==> src/daf_consts.svh <==
// shared timing and scaling constants for the daf effects chain, included by the RTL modules
`ifndef DAF_CONSTS_SVH
`define DAF_CONSTS_SVH

// clocks per stereo sample frame
`define DAF_SAMPLE_CYCLES 32

// comb filter delay in sample frames
`define DAF_COMB_DELAY 8

// fade gain value for unity, full scale of the fader
`define DAF_FADE_UNITY 16

// threshold increment per pot count
`define DAF_POT_STEP 2048

`endif

==> src/daf_pkg.sv <==
// sample and mode types shared across the daf design and its testbench
`default_nettype none

package daf_pkg;

  // one signed audio channel
  typedef logic signed [15:0] sample_t;

  // stereo pair, left in the upper half to match temp_in/temp_out
  typedef struct packed {
    sample_t left;
    sample_t right;
  } stereo_t;

  // effect enables, bit 0 is the comb filter
  typedef struct packed {
    logic fade;
    logic comp;
    logic clip;
    logic comb;
  } mode_t;

endpackage

`default_nettype wire

==> src/effect_ctrl.sv <==
// frame sequencer: counts clocks per sample, captures input and mode, fires the stage steps
`default_nettype none
`include "daf_consts.svh"

module effect_ctrl (
  input  logic              tb_clk,
  input  logic              rst_n,
  input  logic [3:0]        swch_mode_en,
  input  daf_pkg::stereo_t  temp_in,
  input  daf_pkg::stereo_t  gain_out,
  output daf_pkg::mode_t    mode,
  output daf_pkg::stereo_t  in_sample,
  output logic              comb_step,
  output logic              dyn_step,
  output logic              gain_step,
  output logic              sample_strobe,
  output daf_pkg::stereo_t  temp_out
);
  import daf_pkg::*;

  localparam int CNT_W = $clog2(`DAF_SAMPLE_CYCLES);

  logic [CNT_W-1:0] frame_cnt;

  // clock position inside the current sample frame
  always_ff @(posedge tb_clk) begin
    if (!rst_n) begin
      frame_cnt <= '0;
    end else if (frame_cnt == CNT_W'(`DAF_SAMPLE_CYCLES - 1)) begin
      frame_cnt <= '0;
    end else begin
      frame_cnt <= frame_cnt + 1'b1;
    end
  end

  // frame boundary and the three stage slots right after it
  assign sample_strobe = (frame_cnt == CNT_W'(0));
  assign comb_step     = (frame_cnt == CNT_W'(1));
  assign dyn_step      = (frame_cnt == CNT_W'(2));
  assign gain_step     = (frame_cnt == CNT_W'(3));

  // at the boundary the new sample comes in and last frame's result goes out
  always_ff @(posedge tb_clk) begin
    if (!rst_n) begin
      in_sample <= '0;
      mode      <= '0;
      temp_out  <= '0;
    end else if (sample_strobe) begin
      in_sample <= temp_in;
      mode      <= mode_t'(swch_mode_en);
      temp_out  <= gain_out;
    end
  end

endmodule

`default_nettype wire

==> src/comb_filter.sv <==
// fixed-delay comb filter, averages each sample with the one from a set number of frames back
`default_nettype none
`include "daf_consts.svh"

module comb_filter (
  input  logic              tb_clk,
  input  logic              rst_n,
  input  logic              comb_step,
  input  logic              mem_clr,
  input  logic              enable,
  input  daf_pkg::stereo_t  in_sample,
  output daf_pkg::stereo_t  comb_out
);
  import daf_pkg::*;

  localparam int DEPTH = `DAF_COMB_DELAY;
  localparam int PTR_W = $clog2(DEPTH);

  stereo_t          delay_mem [DEPTH];
  logic [PTR_W-1:0] wr_ptr;
  stereo_t          delayed;

  // mean of two channels, floored, through a 17-bit sum
  function automatic sample_t avg(sample_t a, sample_t b);
    logic signed [16:0] sum;
    sum = {a[15], a} + {b[15], b};
    return sum[16:1];
  endfunction

  // slot under the write pointer holds the oldest sample
  assign delayed = mem_clr ? '0 : delay_mem[wr_ptr];

  // history keeps filling while bypassed so enabling is seamless
  always_ff @(posedge tb_clk) begin
    if (!rst_n || mem_clr) begin
      for (int i = 0; i < DEPTH; i++) begin
        delay_mem[i] <= '0;
      end
      wr_ptr <= '0;
    end else if (comb_step) begin
      delay_mem[wr_ptr] <= in_sample;
      if (wr_ptr == PTR_W'(DEPTH - 1)) begin
        wr_ptr <= '0;
      end else begin
        wr_ptr <= wr_ptr + 1'b1;
      end
    end
  end

  always_ff @(posedge tb_clk) begin
    if (!rst_n) begin
      comb_out <= '0;
    end else if (comb_step) begin
      if (enable) begin
        comb_out.left  <= avg(in_sample.left, delayed.left);
        comb_out.right <= avg(in_sample.right, delayed.right);
      end else begin
        comb_out <= in_sample;
      end
    end
  end

endmodule

`default_nettype wire

==> src/dynamics.sv <==
// amplitude clipper followed by a 2:1 compressor above a pot-set threshold, per channel
`default_nettype none
`include "daf_consts.svh"

module dynamics (
  input  logic              tb_clk,
  input  logic              rst_n,
  input  logic              dyn_step,
  input  logic              clip_en,
  input  logic              comp_en,
  input  logic [3:0]        pot_amp_clp,
  input  logic [3:0]        pot_amp_com,
  input  daf_pkg::stereo_t  comb_out,
  output daf_pkg::stereo_t  dyn_out
);
  import daf_pkg::*;

  // clip then compress one channel, either step can be skipped
  function automatic sample_t shape(sample_t x, logic do_clip, logic do_comp,
                                    logic [3:0] clp_pot, logic [3:0] com_pot);
    int v;
    int clip_th;
    int comp_th;
    v       = int'(x);
    clip_th = (int'(clp_pot) + 1) * `DAF_POT_STEP - 1;
    comp_th = (int'(com_pot) + 1) * `DAF_POT_STEP;
    if (do_clip) begin
      if (v > clip_th) begin
        v = clip_th;
      end else if (v < -clip_th) begin
        v = -clip_th;
      end
    end
    // halve the excess beyond the threshold, floored
    if (do_comp) begin
      if (v > comp_th) begin
        v = comp_th + ((v - comp_th) >>> 1);
      end else if (v < -comp_th) begin
        v = -comp_th + ((v + comp_th) >>> 1);
      end
    end
    return sample_t'(v);
  endfunction

  stereo_t shaped;

  assign shaped.left  = shape(comb_out.left, clip_en, comp_en, pot_amp_clp, pot_amp_com);
  assign shaped.right = shape(comb_out.right, clip_en, comp_en, pot_amp_clp, pot_amp_com);

  // with both enables low the function hands the sample back untouched
  always_ff @(posedge tb_clk) begin
    if (!rst_n) begin
      dyn_out <= '0;
    end else if (dyn_step) begin
      dyn_out <= shaped;
    end
  end

endmodule

`default_nettype wire

==> src/gain_stage.sv <==
// fader ramp and volume control, scales both channels by pot volume and the fade gain
`default_nettype none
`include "daf_consts.svh"

module gain_stage (
  input  logic              tb_clk,
  input  logic              rst_n,
  input  logic              gain_step,
  input  logic              fade_en,
  input  logic [3:0]        pot_vol,
  input  daf_pkg::stereo_t  dyn_out,
  output daf_pkg::stereo_t  gain_out
);
  import daf_pkg::*;

  localparam int GAIN_W      = $clog2(`DAF_FADE_UNITY + 1);
  // full volume times unity fade is the divisor
  localparam int SCALE_SHIFT = $clog2(16 * `DAF_FADE_UNITY);

  logic [GAIN_W-1:0] fade_gain;
  logic [GAIN_W-1:0] gain_used;

  function automatic sample_t scale(sample_t x, logic [3:0] vol, logic [GAIN_W-1:0] g);
    int prod;
    prod = int'(x) * (int'(vol) + 1) * int'(g);
    return sample_t'(prod >>> SCALE_SHIFT);
  endfunction

  // fade off means unity right away, else the gain from before this step
  assign gain_used = fade_en ? fade_gain : GAIN_W'(`DAF_FADE_UNITY);

  // ramp down one count per frame while fading, hold at zero
  always_ff @(posedge tb_clk) begin
    if (!rst_n) begin
      fade_gain <= GAIN_W'(`DAF_FADE_UNITY);
    end else if (gain_step) begin
      if (!fade_en) begin
        fade_gain <= GAIN_W'(`DAF_FADE_UNITY);
      end else if (fade_gain != '0) begin
        fade_gain <= fade_gain - 1'b1;
      end
    end
  end

  always_ff @(posedge tb_clk) begin
    if (!rst_n) begin
      gain_out <= '0;
    end else if (gain_step) begin
      gain_out.left  <= scale(dyn_out.left, pot_vol, gain_used);
      gain_out.right <= scale(dyn_out.right, pot_vol, gain_used);
    end
  end

endmodule

`default_nettype wire

==> src/daf.sv <==
// top level of the stereo effects processor, wiring the frame sequencer to the three effect stages
`default_nettype none

module daf (
  input  logic              tb_clk,
  input  logic              rst_n,
  input  logic [3:0]        pot_vol,
  input  logic [3:0]        pot_amp_clp,
  input  logic [3:0]        pot_amp_com,
  input  logic [3:0]        swch_mode_en,
  input  logic              mem_clr,
  input  daf_pkg::stereo_t  temp_in,
  output daf_pkg::stereo_t  temp_out,
  output logic              sample_strobe
);
  import daf_pkg::*;

  mode_t   mode;
  stereo_t in_sample;
  stereo_t comb_out;
  stereo_t dyn_out;
  stereo_t gain_out;
  logic    comb_step;
  logic    dyn_step;
  logic    gain_step;

  effect_ctrl ctrl_i (
    .tb_clk        (tb_clk),
    .rst_n         (rst_n),
    .swch_mode_en  (swch_mode_en),
    .temp_in       (temp_in),
    .gain_out      (gain_out),
    .mode          (mode),
    .in_sample     (in_sample),
    .comb_step     (comb_step),
    .dyn_step      (dyn_step),
    .gain_step     (gain_step),
    .sample_strobe (sample_strobe),
    .temp_out      (temp_out)
  );

  comb_filter comb_i (
    .tb_clk    (tb_clk),
    .rst_n     (rst_n),
    .comb_step (comb_step),
    .mem_clr   (mem_clr),
    .enable    (mode.comb),
    .in_sample (in_sample),
    .comb_out  (comb_out)
  );

  dynamics dyn_i (
    .tb_clk      (tb_clk),
    .rst_n       (rst_n),
    .dyn_step    (dyn_step),
    .clip_en     (mode.clip),
    .comp_en     (mode.comp),
    .pot_amp_clp (pot_amp_clp),
    .pot_amp_com (pot_amp_com),
    .comb_out    (comb_out),
    .dyn_out     (dyn_out)
  );

  gain_stage gain_i (
    .tb_clk    (tb_clk),
    .rst_n     (rst_n),
    .gain_step (gain_step),
    .fade_en   (mode.fade),
    .pot_vol   (pot_vol),
    .dyn_out   (dyn_out),
    .gain_out  (gain_out)
  );

endmodule

`default_nettype wire

==> config.mk <==
export PLATFORM = sky130hd
export DESIGN_NAME = daf
export DESIGN_NICKNAME = d
export VERILOG_FILES = /design/src/daf_pkg.sv /design/src/effect_ctrl.sv /design/src/comb_filter.sv /design/src/dynamics.sv /design/src/gain_stage.sv /design/src/daf.sv
export VERILOG_INCLUDE_DIRS = /design/src /design/src/src
export SDC_FILE = /design/constraint.sdc
export NUM_CORES = 2
export LEC_CHECK = 0
export BUFFER_PORTS_ARGS = -buffer_cell sky130_fd_sc_hd__buf_2
export CORE_UTILIZATION = 40
export CTS_BUF_LIST = sky130_fd_sc_hd__clkbuf_4
export CTS_CLUSTER_DIAMETER = 200
export DETAILED_ROUTE_END_ITERATION = 16
export PLACE_DENSITY = 0.64
export SKIP_LAST_GASP = 1
export SLEW_MARGIN = 20
export SYNTH_ARGS = -nofsm -noshare
export SYNTH_HDL_FRONTEND = slang
export SYNTH_SLANG_ARGS = --single-unit
==> constraint.sdc <==
create_clock -name tb_clk -period 29.3 [get_ports tb_clk]
set_clock_uncertainty 0.2 [all_clocks]
set_input_delay 5.86 -clock tb_clk [delete_from_list [all_inputs] [get_ports tb_clk]]
set_output_delay 5.86 -clock tb_clk [all_outputs]
set_load 0.01 [all_outputs]
==> summary.txt <==
Min path
  – Worst hold start: ctrl_i.temp_out[8]
  – Hold Path Class: flop to flop
  – Min-Delay Path Depth: 2
  – Hold EP: ctrl_i.temp_out[8]

Placed design
  – Port Buffers: 83
  – Dpl cell area: 36500 um^2
  – Placer Congestion: 0.880
  – Worst slack, placed: 13.92 ns
  – Hpwl dp: 62000 um
  – Placed cell count: 4741

Setup path
  – Crit-path max cell delay: 0.71 ns
  – WP data required: 29.91 ns
  – R2R setup slack: 20.80 ns
  – CP Class: input port to flop
  – Reg2reg path depth: 30
  – CP Capture Type: flop
  – RR Startpoint: dyn_i.dyn_out[19]
  – CP max stage cell: ha_1
  – Crit path DAT: 15.09 ns
  – Worst Path Buf+Inv: 5
  – Most frequent CP cell: fa_1
  – Worst path top cell family by delay: adder cells
  – Critical Path Start Type: input port
  – Maximum fanout along the worst path: 34
  – RR Endpoint: gain_i.gain_out[31]

Synthesis
  – Largest family of logic cells by synthesized area: adder cells
  – Synth Area in Simple Gates: 0.181
  – Yosys cell types: 85
  – Yosys reg bits: 436
  – Post-synth EDFFs: 256
  – Xor and xnor fraction of the mapped netlist area: 0.0338
  – Mapped Avg Cell Area: 9.58 um^2
  – Mux contribution to synthesized area: 0.0622
  – Synth warn: 0
  – Register area share after synthesis: 0.324
  – Cells after Synth: 3644
  – Synth Flop Type: edfxtp_1
  – Synth Area in Compound Gates: 0.102
  – FFs w/ async S/R, synth: 0
  – Syn nets: 4210
  – Synthesized area: 34900 um^2
  – Adder-cell share of the synthesized area: 0.233

GRT
  – Total grt overflow: 0
  – Largest net degree at the start of global routing: 69
  – Global Route Usage Sum: 0.202
  – Antenna violations before repair: 2
  – First-pass GRT wire length: 143000 um
  – Vias in the first global route: 26482

Clock network
  – TritonCTS buffer count: 110
  – Post-CTS sizing: 0
  – Worst-path clk slew: 0.06 ns
  – Cts hold-fix bufs: 0
  – CTS sink count: 436
  – Root Driver: clkbuf_4
  – CTS tree: yes
  – Skew-Pair Late Insertion Delay: 0.95 ns
  – H-tree Lvls: 3
  – Clock Tree Buf Depth: 3
  – Postcts setup bufs: 0

Power
  – P_int: 1120 uW
  – Leakage: 0.0171 uW
  – Clock network power share: 0.315
  – Comb pwr share: 0.261
  – Switching part of the total: 0.335
  – Pwr dens: 44.3 nW/um^2
  – Maximum VDD drop: 0.0345 mV
  – Sequential Power Share: 0.424
  – Net Sw Power: 563 uW

Job
  – Max-Cap Viols: 0

Detailed routing
  – Post-DR wirelength/cell: 17.6 um
  – Post-route ant nets: 0
  – Drt total wl: 87000 um
  – TritonRoute pass-1 iters: 7
  – DRC viols: 0
  – Iter 0 DRT Violations: 1760
  – Via density: 5.24
  – Vias: 25899

STA
  – Max Clock Freq: 0.0691 GHz
  – Min Clock Period, post-route: 14.48 ns
  – Max Slew Vio Count: 0
  – Crit share post-route: 0.494
  – Hold Vio Cnt, Final: 0
  – Relative slew margins: 0.256
  – RSZ-0062 raised after global routing: false
  – Slew of the pin with the lowest slew margin: 1.11 ns
  – Setup tns final: 0 ns
  – Final setup fails: 0
  – Worst setup margin: 14.82 ns

Run status
  – Status: complete, no violations

Die
  – Die Height: 297 um
  – Die footprint: 88400 um^2
  – I/O pins: 84
  – Row count: 107
  – Core area: 85800 um^2
  – Die X: 297 um
  – Starting Density: 0.407

Finish
  – Area growth syn-to-layout: 8.88%
  – Non-Filler Instances: 4943
  – Post-route cell area: 38000 um^2
  – Layout net count: 4275
  – Layout cells sized above 1: 0.113
[worst min-delay path, stage by stage, from the launching register on]
cell and delay (ns):
dfxtp_1 0.30, nand2_1 0.05, a21oi_1 0.05
[cell usage in the layout (no fill, tap or decap), types with 13 or more instances in the layout]
cell type / instances
mux2i_1: 67
nand2b_1: 45
nor2b_1: 74
xnor2_1: 86
nor2_1: 271
o21a_1: 13
and2_1: 344
dfxtp_1: 177
a31oi_1: 19
clkbuf_4: 171
mux4_2: 64
a211oi_1: 43
or2_2: 22
clkinv_1: 20
o21ai_0: 97
o211ai_1: 20
edfxtp_1: 256
nand2_1: 325
buf_2: 83
nor4_1: 17
nor3_1: 40
or3_1: 15
inv_1: 429
buf_4: 38
ha_1: 291
xor2_1: 44
nand3_1: 37
a21oi_1: 223
and3_1: 25
fa_1: 224
a21o_1: 48
[final cells by class]
type	instances	area [um^2]
flip-flops and latches	436	11300
inverters	433	1630
diodes	4	10.0
clock inverters	27	156
well taps	1144	1430
clock buffers	171	1280
repair buffers	121	701
multi-input cells	2607	21500
fillers	8240	47800
[worst max-delay path by stage]
| stage | slack, ns | depth (start not counted) | from | to |
|---|---|---|---|---|
| 2_1_floorplan | 15.35 | 33 | pot_vol[0] | gain_i.gain_out[31] |
| 3_3_place_gp | 14.08 | 32 | pot_vol[0] | gain_i.gain_out[12] |
| 3_5_place_dp | 13.92 | 32 | pot_vol[0] | gain_i.gain_out[12] |
| 4_1_cts | 14.87 | 32 | pot_vol[0] | gain_i.gain_out[12] |
| 5_1_grt | 14.27 | 32 | pot_vol[0] | gain_i.gain_out[31] |
| 6_report | 14.82 | 32 | pot_vol[0] | gain_i.gain_out[31] |
[power groups by stage]
stage / Combinational [uW] / Clock (uW) / Sequential [uW]
floorplan: 335 / 0 / 708
global placement: 434 / 0 / 726
detailed placement: 438 / 0 / 727
CTS: 443 / 545 / 713
global route: 498 / 578 / 717
finish: 440 / 529 / 713
[synthesized netlist by cell type (all sizes together) (43+ instances only)]
cell,instances,area share
ha,291,0.10
xnor2,86,0.022
a211oi,43,0.0093
xor2,46,0.012
edfxtp,256,0.22
fa,224,0.13
a21oi,223,0.032
nand2,326,0.035
a21o,48,0.010
mux2i,67,0.019
nor2b,74,0.013
inv,429,0.046
o21ai,105,0.015
clkbuf,151,0.016
nand2b,47,0.0084
nor2,278,0.030
and2,346,0.062
mux4,64,0.041
dfxtp,180,0.10
[metrics by stage]
step,hold WS [ns],utilization,power [uW]
2_1_floorplan,0.229,-,1040
3_3_place_gp,0.242,0.426,1160
3_5_place_dp,0.244,0.426,1160
4_1_cts,0.253,0.443,1700
5_1_grt,0.270,0.443,1790
6_report,0.251,0.443,1680
[sequential cells by signal (all words and copies together), names as in the netlist, named ones only]
register	flops
comb_i.delay_mem	256
comb_i.wr_ptr	3
ctrl_i.temp_out	32
ctrl_i.frame_cnt	5
gain_i.gain_out	32
comb_i.comb_out	32
ctrl_i.mode	4
dyn_i.dyn_out	32
ctrl_i.in_sample	32
gain_i.fade_gain	5
[kinds of logic after synthesis]
| logic type | Yosys count |
|---|---|
| DFF | 436 |
| muxes | 136 |
| buffers and inverters | 601 |
| and+or+nand+nor | 1258 |
| adders and majority gates | 515 |
| xor gates and xnor gates | 133 |
| AOI/OAI and AO/OA | 565 |
[routing by layer]
layer,share of wire,global-route usage,wire [um]
met1,0.45,0.266,38800
met2,0.49,0.348,42500
met3,0.045,0.0245,3920
met4,0.020,0.0568,1750
met5,0,0,0
No activity file was read; power rests on OpenSTA's default activity.
